### src/source/cpu_wait_pkg.sv
////////////////////
// cpu wait subsystem shared definitions
// sizes, APB register map, wait FSM state and the config/event bundles
////////////////////

package cpu_wait_pkg;

    // number of shared-memory busy lines
    localparam int dev_cnt = 2;
    // missed-enable counter width, saturates at 15
    localparam int miss_w = 4;
    // statistics counter width, saturating
    localparam int stat_w = 16;
    // numerator / denominator width for the enable generator
    localparam int frac_w = 8;

    ////////////////////
    // register map, byte addresses
    localparam logic [7:0] reg_ctrl    = 8'h00;
    localparam logic [7:0] reg_num     = 8'h04;
    localparam logic [7:0] reg_den     = 8'h08;
    localparam logic [7:0] reg_miss    = 8'h0C;
    localparam logic [7:0] reg_st_miss = 8'h10;
    localparam logic [7:0] reg_st_rec  = 8'h14;
    localparam logic [7:0] reg_st_lock = 8'h18;

    // wait controller states
    typedef enum logic [1:0] {
        st_boot   = 2'd0,   // bus never free yet
        st_run    = 2'd1,   // bus free
        st_locked = 2'd2    // stall held one more cycle
    } wait_state_e;

    // configuration from the APB slave
    typedef struct packed {
        logic              cen_en;
        logic              rec_allow;
        logic [frac_w-1:0] num;
        logic [frac_w-1:0] den;
    } wait_cfg_t;

    // per-cycle events for the statistics block
    typedef struct packed {
        logic miss;
        logic rec;
        logic locked;
        logic started;
    } wait_evt_t;

    // config after reset: generator off, recovery on, rate 1/4
    localparam wait_cfg_t cfg_rst = '{cen_en: 1'b0, rec_allow: 1'b1, num: 8'd1, den: 8'd4};

endpackage
### src/source/cpu_wait_top.sv
////////////////////
// CPU clock-enable wait subsystem
// enable generator, wait FSM, recovery, stats and APB regs
////////////////////

`timescale 1ns/1ps

module cpu_wait_top
    import cpu_wait_pkg::*;
(
    input  logic               clk,
    input  logic               rst_n,
    // APB
    input  logic               psel,
    input  logic               penable,
    input  logic               pwrite,
    input  logic [7:0]         paddr,
    input  logic [31:0]        pwdata,
    output logic [31:0]        prdata,
    // ROM slot and shared memories
    input  logic               rom_cs,
    input  logic               rom_ok,
    input  logic [dev_cnt-1:0] dev_busy,
    // CPU bus activity
    input  logic               mreq_n,
    input  logic               iorq_n,
    input  logic               busak_n,
    output logic               cen_out,
    output logic               gate
);

    wait_cfg_t         cfg;
    wait_evt_t         evt;
    logic              cen_nom;
    logic              started;
    logic              locked;
    logic              miss;
    logic              rec;
    logic              clear;
    logic [miss_w-1:0] miss_cnt;
    logic [stat_w-1:0] st_miss;
    logic [stat_w-1:0] st_rec;
    logic [stat_w-1:0] st_lock;

    // event bundle for the counters
    assign evt = '{miss: miss, rec: rec, locked: locked, started: started};

    cen_frac_gen u_gen (
        .clk     (clk),
        .rst_n   (rst_n),
        .cfg     (cfg),
        .cen_nom (cen_nom)
    );

    wait_ctrl u_ctrl (
        .clk      (clk),
        .rst_n    (rst_n),
        .rom_cs   (rom_cs),
        .rom_ok   (rom_ok),
        .dev_busy (dev_busy),
        .gate     (gate),
        .started  (started),
        .locked   (locked)
    );

    miss_recover u_rec (
        .clk      (clk),
        .rst_n    (rst_n),
        .cfg      (cfg),
        .cen_nom  (cen_nom),
        .gate     (gate),
        .started  (started),
        .mreq_n   (mreq_n),
        .iorq_n   (iorq_n),
        .busak_n  (busak_n),
        .cen_out  (cen_out),
        .miss     (miss),
        .rec      (rec),
        .miss_cnt (miss_cnt)
    );

    wait_stats u_stats (
        .clk     (clk),
        .rst_n   (rst_n),
        .evt     (evt),
        .clear   (clear),
        .st_miss (st_miss),
        .st_rec  (st_rec),
        .st_lock (st_lock)
    );

    wait_apb_regs u_regs (
        .clk      (clk),
        .rst_n    (rst_n),
        .psel     (psel),
        .penable  (penable),
        .pwrite   (pwrite),
        .paddr    (paddr),
        .pwdata   (pwdata),
        .prdata   (prdata),
        .cfg      (cfg),
        .clear    (clear),
        .miss_cnt (miss_cnt),
        .st_miss  (st_miss),
        .st_rec   (st_rec),
        .st_lock  (st_lock)
    );

endmodule

### src/source/wait_apb_regs.sv
////////////////////
// APB register slave
// config registers, statistics clear pulse and read-back mux
// every transfer completes in its access phase
////////////////////

`timescale 1ns/1ps

module wait_apb_regs
    import cpu_wait_pkg::*;
(
    input  logic              clk,
    input  logic              rst_n,
    input  logic              psel,
    input  logic              penable,
    input  logic              pwrite,
    input  logic [7:0]        paddr,
    input  logic [31:0]       pwdata,
    output logic [31:0]       prdata,
    output wait_cfg_t         cfg,
    output logic              clear,
    input  logic [miss_w-1:0] miss_cnt,
    input  logic [stat_w-1:0] st_miss,
    input  logic [stat_w-1:0] st_rec,
    input  logic [stat_w-1:0] st_lock
);

    logic wr;

    // write lands on the edge closing the access phase
    assign wr = psel & penable & pwrite;

    ////////////////////
    // write side

    always_ff @(posedge clk or negedge rst_n) begin
        if (!rst_n) begin
            cfg <= cfg_rst;
        end else if (wr) begin
            case (paddr)
                reg_ctrl: begin
                    cfg.cen_en    <= pwdata[0];
                    cfg.rec_allow <= pwdata[1];
                end
                reg_num: cfg.num <= pwdata[frac_w-1:0];
                reg_den: cfg.den <= pwdata[frac_w-1:0];
                // read-only and unmapped addresses drop the write
                default: ;
            endcase
        end
    end

    // self-clearing, high for the one cycle after the write
    always_ff @(posedge clk or negedge rst_n) begin
        if (!rst_n) begin
            clear <= 1'b0;
        end else begin
            clear <= wr && (paddr == reg_ctrl) && pwdata[2];
        end
    end

    ////////////////////
    // read side, zero-extended

    always_comb begin
        prdata = '0;
        case (paddr)
            reg_ctrl:    prdata[1:0]        = {cfg.rec_allow, cfg.cen_en};
            reg_num:     prdata[frac_w-1:0] = cfg.num;
            reg_den:     prdata[frac_w-1:0] = cfg.den;
            reg_miss:    prdata[miss_w-1:0] = miss_cnt;
            reg_st_miss: prdata[stat_w-1:0] = st_miss;
            reg_st_rec:  prdata[stat_w-1:0] = st_rec;
            reg_st_lock: prdata[stat_w-1:0] = st_lock;
            default:     prdata = '0;
        endcase
    end

    // access phase only ever follows a setup phase
    a_apb_seq: assert property (@(posedge clk) disable iff (!rst_n)
        psel && penable |-> $past(psel && !penable));

endmodule

### src/source/wait_stats.sv
////////////////////
// wait statistics
// saturating counters of misses, recoveries and locked cycles
////////////////////

`timescale 1ns/1ps

module wait_stats
    import cpu_wait_pkg::*;
(
    input  logic              clk,
    input  logic              rst_n,
    input  wait_evt_t         evt,
    input  logic              clear,
    output logic [stat_w-1:0] st_miss,
    output logic [stat_w-1:0] st_rec,
    output logic [stat_w-1:0] st_lock
);

    // 0 miss, 1 recovery, 2 locked after start
    logic [2:0]        hit;
    logic [stat_w-1:0] cnt [3];

    // locked in boot is not a real stall of a running CPU
    assign hit = {evt.locked & evt.started, evt.rec, evt.miss};

    always_ff @(posedge clk or negedge rst_n) begin
        if (!rst_n) begin
            for (int i = 0; i < 3; i++) begin
                cnt[i] <= '0;
            end
        end else begin
            for (int i = 0; i < 3; i++) begin
                // clear wins over a same-cycle event
                if (clear) begin
                    cnt[i] <= '0;
                end else if (hit[i] && !(&cnt[i])) begin
                    cnt[i] <= cnt[i] + 1'b1;
                end
            end
        end
    end

    assign st_miss = cnt[0];
    assign st_rec  = cnt[1];
    assign st_lock = cnt[2];

endmodule

### src/source/miss_recover.sv
////////////////////
// missed-enable recovery
// counts enables swallowed by the gate and
// reinserts them on idle bus cycles, never back to back
////////////////////

`timescale 1ns/1ps

module miss_recover
    import cpu_wait_pkg::*;
(
    input  logic              clk,
    input  logic              rst_n,
    input  wait_cfg_t         cfg,
    input  logic              cen_nom,
    input  logic              gate,
    input  logic              started,
    input  logic              mreq_n,
    input  logic              iorq_n,
    input  logic              busak_n,
    output logic              cen_out,
    output logic              miss,
    output logic              rec,
    output logic [miss_w-1:0] miss_cnt
);

    logic bus_idle;
    // last cycle's enable, keeps two pulses apart
    logic cen_l;

    // CPU not touching memory, IO or bus grant
    assign bus_idle = mreq_n & iorq_n & busak_n;

    // swallowed enable, only counted once the controller has started
    assign miss = cen_nom & ~gate & started;

    // recovery slot: owed enables, free slot, open gate, quiet bus
    assign rec = cfg.rec_allow & (miss_cnt != '0) & ~cen_nom & gate & bus_idle & ~cen_l;

    assign cen_out = (cen_nom & gate) | rec;

    always_ff @(posedge clk or negedge rst_n) begin
        if (!rst_n) begin
            cen_l <= 1'b0;
        end else begin
            cen_l <= cen_out;
        end
    end

    always_ff @(posedge clk or negedge rst_n) begin
        if (!rst_n) begin
            miss_cnt <= '0;
        end else if (!started) begin
            miss_cnt <= '0;
        end else if (miss) begin
            // misses past the top are dropped here
            if (!(&miss_cnt)) begin
                miss_cnt <= miss_cnt + 1'b1;
            end
        end else if (rec) begin
            miss_cnt <= miss_cnt - 1'b1;
        end
    end

    // a recovery never lands right behind another enable
    a_rec_spaced: assert property (@(posedge clk) disable iff (!rst_n)
        cen_out |=> !rec);

    // counter wraps neither at the top nor at the bottom
    a_no_wrap_hi: assert property (@(posedge clk) disable iff (!rst_n)
        started && (&miss_cnt) |=> miss_cnt != '0);
    a_no_wrap_lo: assert property (@(posedge clk) disable iff (!rst_n)
        started && (miss_cnt == '0) |=> !(&miss_cnt));

endmodule

### src/source/wait_ctrl.sv
////////////////////
// wait controller
// turns ROM and shared-memory stalls into the enable gate
// holds the gate one extra cycle after a stall clears
////////////////////

`timescale 1ns/1ps

module wait_ctrl
    import cpu_wait_pkg::*;
(
    input  logic               clk,
    input  logic               rst_n,
    input  logic               rom_cs,
    input  logic               rom_ok,
    input  logic [dev_cnt-1:0] dev_busy,
    output logic               gate,
    output logic               started,
    output logic               locked
);

    wait_state_e state;
    wait_state_e state_nxt;
    logic        last_rom_cs;
    logic        rom_rise;
    logic        stall;

    ////////////////////
    // stall detection

    // a fresh ROM access is always a stall, rom_ok may still be stale
    assign rom_rise = rom_cs & ~last_rom_cs;
    assign stall    = rom_rise | (rom_cs & ~rom_ok) | (|dev_busy);

    always_ff @(posedge clk or negedge rst_n) begin
        if (!rst_n) begin
            // set so a rom_cs held high through reset is no edge
            last_rom_cs <= 1'b1;
        end else begin
            last_rom_cs <= rom_cs;
        end
    end

    ////////////////////
    // state machine

    // any stall locks, any clean cycle runs
    always_comb begin
        if (stall) begin
            state_nxt = st_locked;
        end else begin
            state_nxt = st_run;
        end
    end

    always_ff @(posedge clk or negedge rst_n) begin
        if (!rst_n) begin
            state <= st_boot;
        end else begin
            state <= state_nxt;
        end
    end

    assign locked  = (state == st_locked);
    assign started = (state != st_boot);
    // closed while stalled and for the locked cycle after
    assign gate    = ~(stall | locked);

    // boot is left for good once the first edge has passed
    a_no_reboot: assert property (@(posedge clk) disable iff (!rst_n)
        state != st_boot |=> state != st_boot);

endmodule

### src/source/cen_frac_gen.sv
////////////////////
// fractional clock-enable generator
// emits num/den evenly spaced one-cycle enables, registered
////////////////////

`timescale 1ns/1ps

module cen_frac_gen
    import cpu_wait_pkg::*;
(
    input  logic      clk,
    input  logic      rst_n,
    input  wait_cfg_t cfg,
    output logic      cen_nom
);

    // phase accumulator, stays below den in steady state
    logic [frac_w-1:0] acc;
    // one extra bit so acc + num never overflows
    logic [frac_w:0]   sum;
    logic              hit;

    assign sum = {1'b0, acc} + {1'b0, cfg.num};
    assign hit = sum >= {1'b0, cfg.den};

    always_ff @(posedge clk or negedge rst_n) begin
        if (!rst_n) begin
            acc     <= '0;
            cen_nom <= 1'b0;
        end else if (!cfg.cen_en) begin
            // generator off, phase restarts from zero
            acc     <= '0;
            cen_nom <= 1'b0;
        end else if (hit) begin
            // wrap around den and fire next cycle
            acc     <= frac_w'(sum - {1'b0, cfg.den});
            cen_nom <= 1'b1;
        end else begin
            acc     <= sum[frac_w-1:0];
            cen_nom <= 1'b0;
        end
    end

    // rate above one or divide by zero makes no sense for a clock enable
    a_rate_ok: assert property (@(posedge clk) disable iff (!rst_n)
        cfg.cen_en |-> (cfg.den != '0) && (cfg.den >= cfg.num));

endmodule

### config.mk
export PLATFORM = sky130hd
export DESIGN_NAME = cpu_wait_top
export DESIGN_NICKNAME = d
export VERILOG_FILES = /design/src/source/cpu_wait_pkg.sv /design/src/source/cpu_wait_top.sv /design/src/source/wait_apb_regs.sv /design/src/source/wait_stats.sv /design/src/source/miss_recover.sv /design/src/source/wait_ctrl.sv /design/src/source/cen_frac_gen.sv
export SDC_FILE = /design/constraint.sdc
export NUM_CORES = 1
export LEC_CHECK = 0
export BUFFER_PORTS_ARGS = -buffer_cell sky130_fd_sc_hd__buf_2
export CAP_MARGIN = 10
export CORE_ASPECT_RATIO = 1.75
export CORE_UTILIZATION = 30
export DETAILED_ROUTE_END_ITERATION = 10
export PLACE_DENSITY = 0.48
export SYNTH_ARGS = -nofsm -noshare
export SYNTH_HDL_FRONTEND = slang
export SYNTH_HIERARCHICAL = 1
export SYNTH_SLANG_ARGS = --single-unit
### constraint.sdc
create_clock -name clk -period 4.18 [get_ports clk]
set_input_delay 0.836 -clock clk [delete_from_list [all_inputs] [get_ports clk]]
set_output_delay 0.836 -clock clk [all_outputs]
set_load 0.02 [all_outputs]
; Yosys cells after proc, flatten, opt, wreduce, memory -nomap -nowiden
; Cells that the tools add are included.
; W data, S select, Z words.
[totals]
out_inout_bits = 34
elab_cells = 97
register_bits = 84
[op_classes]
mux = 19
addsub = 7
n_reduce_logical = 23
bitwise = 24
n_lt_le_gt_ge = 1
n_eq_ne = 9
[ops]
columns = op, n
row1 = $mux W16, 6
row2 = $add A16 B1 Y16 const B, 3
row3 = $reduce_and A16 Y1, 3
row4 = $eq A8 B5 Y1 const B, 3
row5 = $pmux W8 S3, 1
row6 = $pmux W4 S5, 1
row7 = $eq A8 B4 Y1 const B, 2
row8 = $mux W4, 4
row9 = $mux W8, 2
row10 = $and A1 B1 Y1, 15
row11 = $pmux W2 S7, 1
row12 = $pmux W2 S6, 1
row13 = $add A8 B8 Y9, 1
row14 = $ge A9 B8 Y1, 1
row15 = $eq A8 B3 Y1 const B, 1
row16 = $logic_not A8 Y1, 1
row17 = $reduce_and A2 Y1, 4
row18 = $reduce_bool A2 Y1, 4
row19 = $sub A8 B8 Y8, 1
row20 = $ne A3 B3 Y1 const B, 2
row21 = $logic_and A1 B1 Y1, 5
row22 = $not A1 Y1, 5
row23 = $add A4 B1 Y4 const B, 1
row24 = $or A1 B1 Y1, 4
row25 = 8 further kinds, 11

; Depth between registers and ports, before layout
[depth]
depth_word = 12
mapped_depth = 13

; Hierarchy
; The synthesis kept the hierarchy.
[modules_own_cells]
columns = module, area_per_inst_um2, n_inst, cells_each
row1 = wait_stats, 2632.5, 1, 278
row2 = wait_apb_regs, 1534.0, 1, 144
row3 = cen_frac_gen, 1108.6, 1, 125
row4 = miss_recover, 362.8, 1, 37
row5 = wait_ctrl, 113.9, 1, 9

; Worst setup path after synthesis
; No wires, ideal clock.
[synth_path]
path_type = in2reg
startpoint = input rom_cs
endpoint = register u_stats.cnt (netlist bit u_stats/st_rec[15])
slack_ps = 259
arrival_time_ps = 3844
path_buffers = 1
path_stages = 9
path_cell_list = a21boi_1 > nor4_1 > nand3b_1 > nor3_2 > nand3_1 > or3_1 > clkbuf_1 > or4_1 > a21oi_1
[synth_via]
elab_chain_cells = 10
[synth_lines]
columns = item, line_no
row1 = "start, declared", cpu_wait_top.sv:21  ; input logic rom_cs,
row2 = "$and A1 B1 Y1, on equally long branches", "wait_ctrl.sv:32, wait_ctrl.sv:33"
row3 = $or A1 B1 Y1 * (2 in series), wait_ctrl.sv:33  ; assign stall = rom_rise | (rom_cs & ~rom_ok) | (|dev_busy);
row4 = $or A1 B1 Y1 *, wait_ctrl.sv:67  ; assign gate = ~(stall | locked);
row5 = $not A1 Y1 *, wait_ctrl.sv:67
row6 = via gate, cpu_wait_top.sv:29  ; output logic gate
row7 = $and A1 B1 Y1 * (3 in series), miss_recover.sv:38  ; assign rec = cfg.rec_allow & (miss_cnt != '0) & ~cen_nom & gate & bus_idle & ~cen_l;
row8 = via rec, cpu_wait_top.sv:38  ; logic rec;
row9 = $logic_and A1 B1 Y1 *, wait_stats.sv:37  ; end else if (hit[i] && !(&cnt[i])) begin
row10 = $reduce_bool A2 Y1 (no source line) *, --
row11 = "end signal, assigned by index", wait_stats.sv:38  ; cnt[i] <= cnt[i] + 1'b1;
row12 = "end, declared", wait_stats.sv:22  ; logic [stat_w-1:0] cnt [3];
; The timed path passes the listed nets; every way through them passes the cells marked *.
; A chain may end at the register's enable or synchronous reset.

; Worst setup path in the final report
[layout_path]
startpoint = register u_regs/cfg[10] (netlist name)
endpoint = register u_gen.acc[5]
[layout_via]
elab_chain_cells = 4
[layout_lines]
columns = item, line_no
row1 = $add A8 B8 Y9 *, cen_frac_gen.sv:23  ; assign sum = {1'b0, acc} + {1'b0, cfg.num};
row2 = $sub A8 B8 Y8 or $ge A9 B8 Y1 (tied branches), "cen_frac_gen.sv:36, cen_frac_gen.sv:24"
row3 = $mux W8 *, cen_frac_gen.sv:34  ; end else if (hit) begin
row4 = $mux W8 *, cen_frac_gen.sv:30  ; end else if (!cfg.cen_en) begin
row5 = "end signal, assigned", cen_frac_gen.sv:36  ; acc <= frac_w'(sum - {1'b0, cfg.den});
row6 = "end signal, assigned", cen_frac_gen.sv:39  ; acc <= sum[frac_w-1:0];
row7 = "end, declared", cen_frac_gen.sv:18  ; logic [frac_w-1:0] acc;
; Mark *: on every way between the ends. The rest lies on a longest branch, timed or not.

==> flow_summary_export.csv <==
group,metric,value,unit
run_status,outcome,"completed",
clocking,cts_sinks,84,
sta,tns,0,ns
routing,wl_per_cell,18.6,µm
worst_setup_path,worstSetupEndpoint,"u_gen/acc[5]$_DFF_PN0_",
worst_setup_path,critPathArrivalTime,3.96,ns
synth,synth_top_cell_area_share,34.8,%
place,io_buffer_count,45,
global_routing,grt_max_degree,64,
clocking,cts_buffer_depth,2,
clocking,tritoncts,"yes",
worst_setup_path,crit_family,"compound AO/OA/AOI/OAI gates",
global_routing,antenna_found_initial,0,
global_routing,grt_pass1_wl,26000,µm
min_path,hp-class,"flip-flop to flip-flop",
sta,max_freq,0.269,GHz
synth,synth_cell_types,82,
sta,hold_viol_final,0,
sta,slew_headroom,30.5,%
place,gp_congestion,0.851,
place,dp_hpwl,12400,µm
sta,clock_skew,0.0109,ns
worst_setup_path,regToRegEndpoint,"u_gen/acc[5]$_DFF_PN0_",
final_layout,drive_above_1_share,18.3,%
worst_setup_path,slowest_stage,"and3_1",
synth,netlist_instances,593,
clocking,cts_buffers,9,
routing,drtAntennaViolNets,0,
sta,tightest_slew,1.04,ns
synth,syn_avg_cell_area,9.70,µm²
worst_setup_path,reg2reg_depth,12,
die,dieHeight,185,µm
sta,fin_crit,3.72,ns
power,power_density,297,mW/mm²
routing,drtIter0Drc,322,
worst_setup_path,r2r_start,"u_regs/cfg[10]$_DFFE_PN0P_",
die,die_width,107,µm
worst_setup_path,slowest_delay,0.55,ns
place,dpl-instance-area,0.00613,mm²
final_layout,finalNetCount,710,
final_layout,mostFrequentLayoutCells,"dfrtp_1, buf_2, a21oi_1",
synth,synth_ff_type,"dfrtp_1",
worst_setup_path,cp.depth,12,
clocking,cts.clk_slew.worst_paths,0.06,ns
synth,synth-seq-cells,84,
sta,fin_crit_sh,89.1,%
worst_setup_path,crit_type,"flip-flop to flip-flop",
global_routing,grt_pass1_vias,4894,
synth,seq_area_frac_synth,36.6,%
worst_setup_path,endpoint_kind,"flip-flop",
final_layout,n_antenna_cell,0,
die,die_area,0.0198,mm²
routing,routed_wl,16300,µm
synth,yosysWarnings,6,
final_layout,final_cell_area,0.00639,mm²
power,power,1.90,mW
routing,drtPass1Iterations,6,
clocking,postCtsHoldBufs,0,
worst_setup_path,cp.required,4.42,ns
clocking,clk_latency,0.34,ns
sta,setup_viol_count_final,0,
die,core_area,0.0187,mm²
final_layout,final_common_cell,"dfrtp_1",
sta,maxSlewViolCount,0,
worst_setup_path,startpoint_type,"flip-flop",
global_routing,grt_util_all_layers,17.2,%
worst_setup_path,cp_cell_sequence,"ha_1, and3_1, a221oi_1, o21ba_2, xor2_1, inv_1, ha_1, a211oi_1, o31ai_1, a31oi_1, and3_1, mux2i_1",
power,ir_drop,167,µV
power,p_leak,2.89,nW
worst_setup_path,path_max_fanout,8,
sta,hold_ws,0.548,ns
die,initial_core_util,30.8,%
synth,ys_top_cells_by_area,"dfrtp_1, ha_1, mux2_2, a21oi_1, mux2i_1",
die,rows,66,
global_routing,grt_overflow,0,
worst_setup_path,cp-startpoint,"u_regs/cfg[10]$_DFFE_PN0P_",
sta,rsz0062_at_grt,"no",
clocking,htree_num_levels,3,
synth,yosys.area.top_type,"dfrtp_1",
clocking,cts_resized,0,
synth,synth_edf_count,0,
routing,viasPerCell,5.64,
clocking,clockRootBuffer,"clkbuf_16",
routing,vias,4942,
routing,drcViolationCount,0,
final_layout,area_growth,11.1,%
clocking,postCtsSetupBuffers,0,
die,ios,86,
job,maxCapViolCount,0,
synth,syn-cell-area,0.00575,mm²
worst_setup_path,rrSetupSlack,0.46,ns
synth,async_reset_ff_share,100,%
worst_setup_path,cp_num_buf_inv,1,
[cell families after synthesis]
kind of cell	after synthesis	share of synthesized area (%)
AND/OR/NAND/NOR	206	21.5
AO/OA/AOI/OAI	159	19.4
flip-flops	84	36.6
buffers and inverters	61	6.03
multiplexers	44	8.59
adder cells (fa/ha/maj)	24	5.61
XOR/XNOR	14	2.13
other	1	0.0652
[routing by layer]
layer	global-route usage (%)	wire, µm
met5	0	0
met4	9.92	658
met3	2.46	605
met2	31.2	8660
met1	18.7	6370
[how the worst min path moves through the flow]
stage	start	end	slack, ns	depth (start not counted)
floorplan	u_rec/miss_cnt[3]$_DFFE_PN0P_	u_rec/miss_cnt[3]$_DFFE_PN0P_	0.50	1
global placement	u_gen/cen_nom$_DFF_PN0_	u_rec/cen_l$_DFF_PN0_	0.53	1
detailed placement	u_regs/cfg[3]$_DFFE_PN0P_	u_regs/cfg[3]$_DFFE_PN0P_	0.54	1
CTS	u_regs/cfg[11]$_DFFE_PN0P_	u_regs/cfg[11]$_DFFE_PN0P_	0.56	1
global route	u_regs/cfg[3]$_DFFE_PN0P_	u_regs/cfg[3]$_DFFE_PN0P_	0.57	1
finish	u_regs/cfg[11]$_DFFE_PN0P_	u_regs/cfg[11]$_DFFE_PN0P_	0.55	1
[Yosys cell counts (4+ instances only)]
master and number:
ha_1 21, xor2_1 8, buf_2 5, o21ai_0 23, a22o_1 11, xnor2_1 6, or3_1 20, nand4_1 17
nand2b_1 7, and3_1 10, mux2_2 23, a21o_1 15, nor2_1 31, o21a_1 5, dfstp_2 4, inv_1 24
dfrtp_1 80, nor3_1 10, o31ai_1 15, nand3_1 17, clkbuf_1 5, a21oi_1 41, nand2_1 36, nor2b_1 6
nor4_1 9, a211oi_1 5, mux2i_1 19, and4_1 5, a31oi_1 5, buf_4 21, or4_1 12
[worst register-to-register path: stages (launching register included)]
cell	delay [ns]
dfrtp_1	0.40
ha_1	0.38
and3_1	0.23
a221oi_1	0.37
o21ba_2	0.19
xor2_1	0.21
inv_1	0.06
ha_1	0.18
a211oi_1	0.28
o31ai_1	0.13
a31oi_1	0.31
and3_1	0.55
mux2i_1	0.32
[power breakdown]
group	total, mW	leakage, nW	internal (mW)	switching (mW)
Clock	0.729	0.127	0.402	0.327
Combinational	0.245	1.63	0.0959	0.149
Sequential	0.925	1.14	0.854	0.0713
Total	1.90	2.89	1.35	0.548
[cell type report]
| cell class | instances | area, µm² |
|---|---|---|
| fillers | 1953 | 12300 |
| multi-input cells | 463 | 3350 |
| flip-flops and latches | 84 | 2110 |
| well taps | 238 | 298 |
| repair buffers | 52 | 280 |
| clock buffers | 12 | 236 |
| inverters | 24 | 90.1 |
| clock inverters | 4 | 26.3 |
[per-stage QoR]
step / util (%) / std cells / setup WS [ns]
after floorplan: - / 608 / 0.259
after global placement: 32.8 / 861 / 0.490
after detailed placement: 32.8 / 861 / 0.476
after CTS: 34.3 / 877 / 0.474
after global routing: 34.3 / 877 / 0.184
final: 34.3 / 877 / 0.458
[sequential cells by signal (all words and copies together), names as in the netlist]
name / count
u_regs/cfg: 18
u_rec/cen_l: 1
u_gen/acc: 8
u_gen/cen_nom: 1
u_ctrl/last_rom_cs: 1
u_rec/miss_cnt: 4
u_stats/st_miss: 16
u_stats/st_lock: 16
u_stats/st_rec: 16
u_ctrl/state: 2
u_regs/clear: 1
Note: power is estimated with default switching activity, not from simulation.
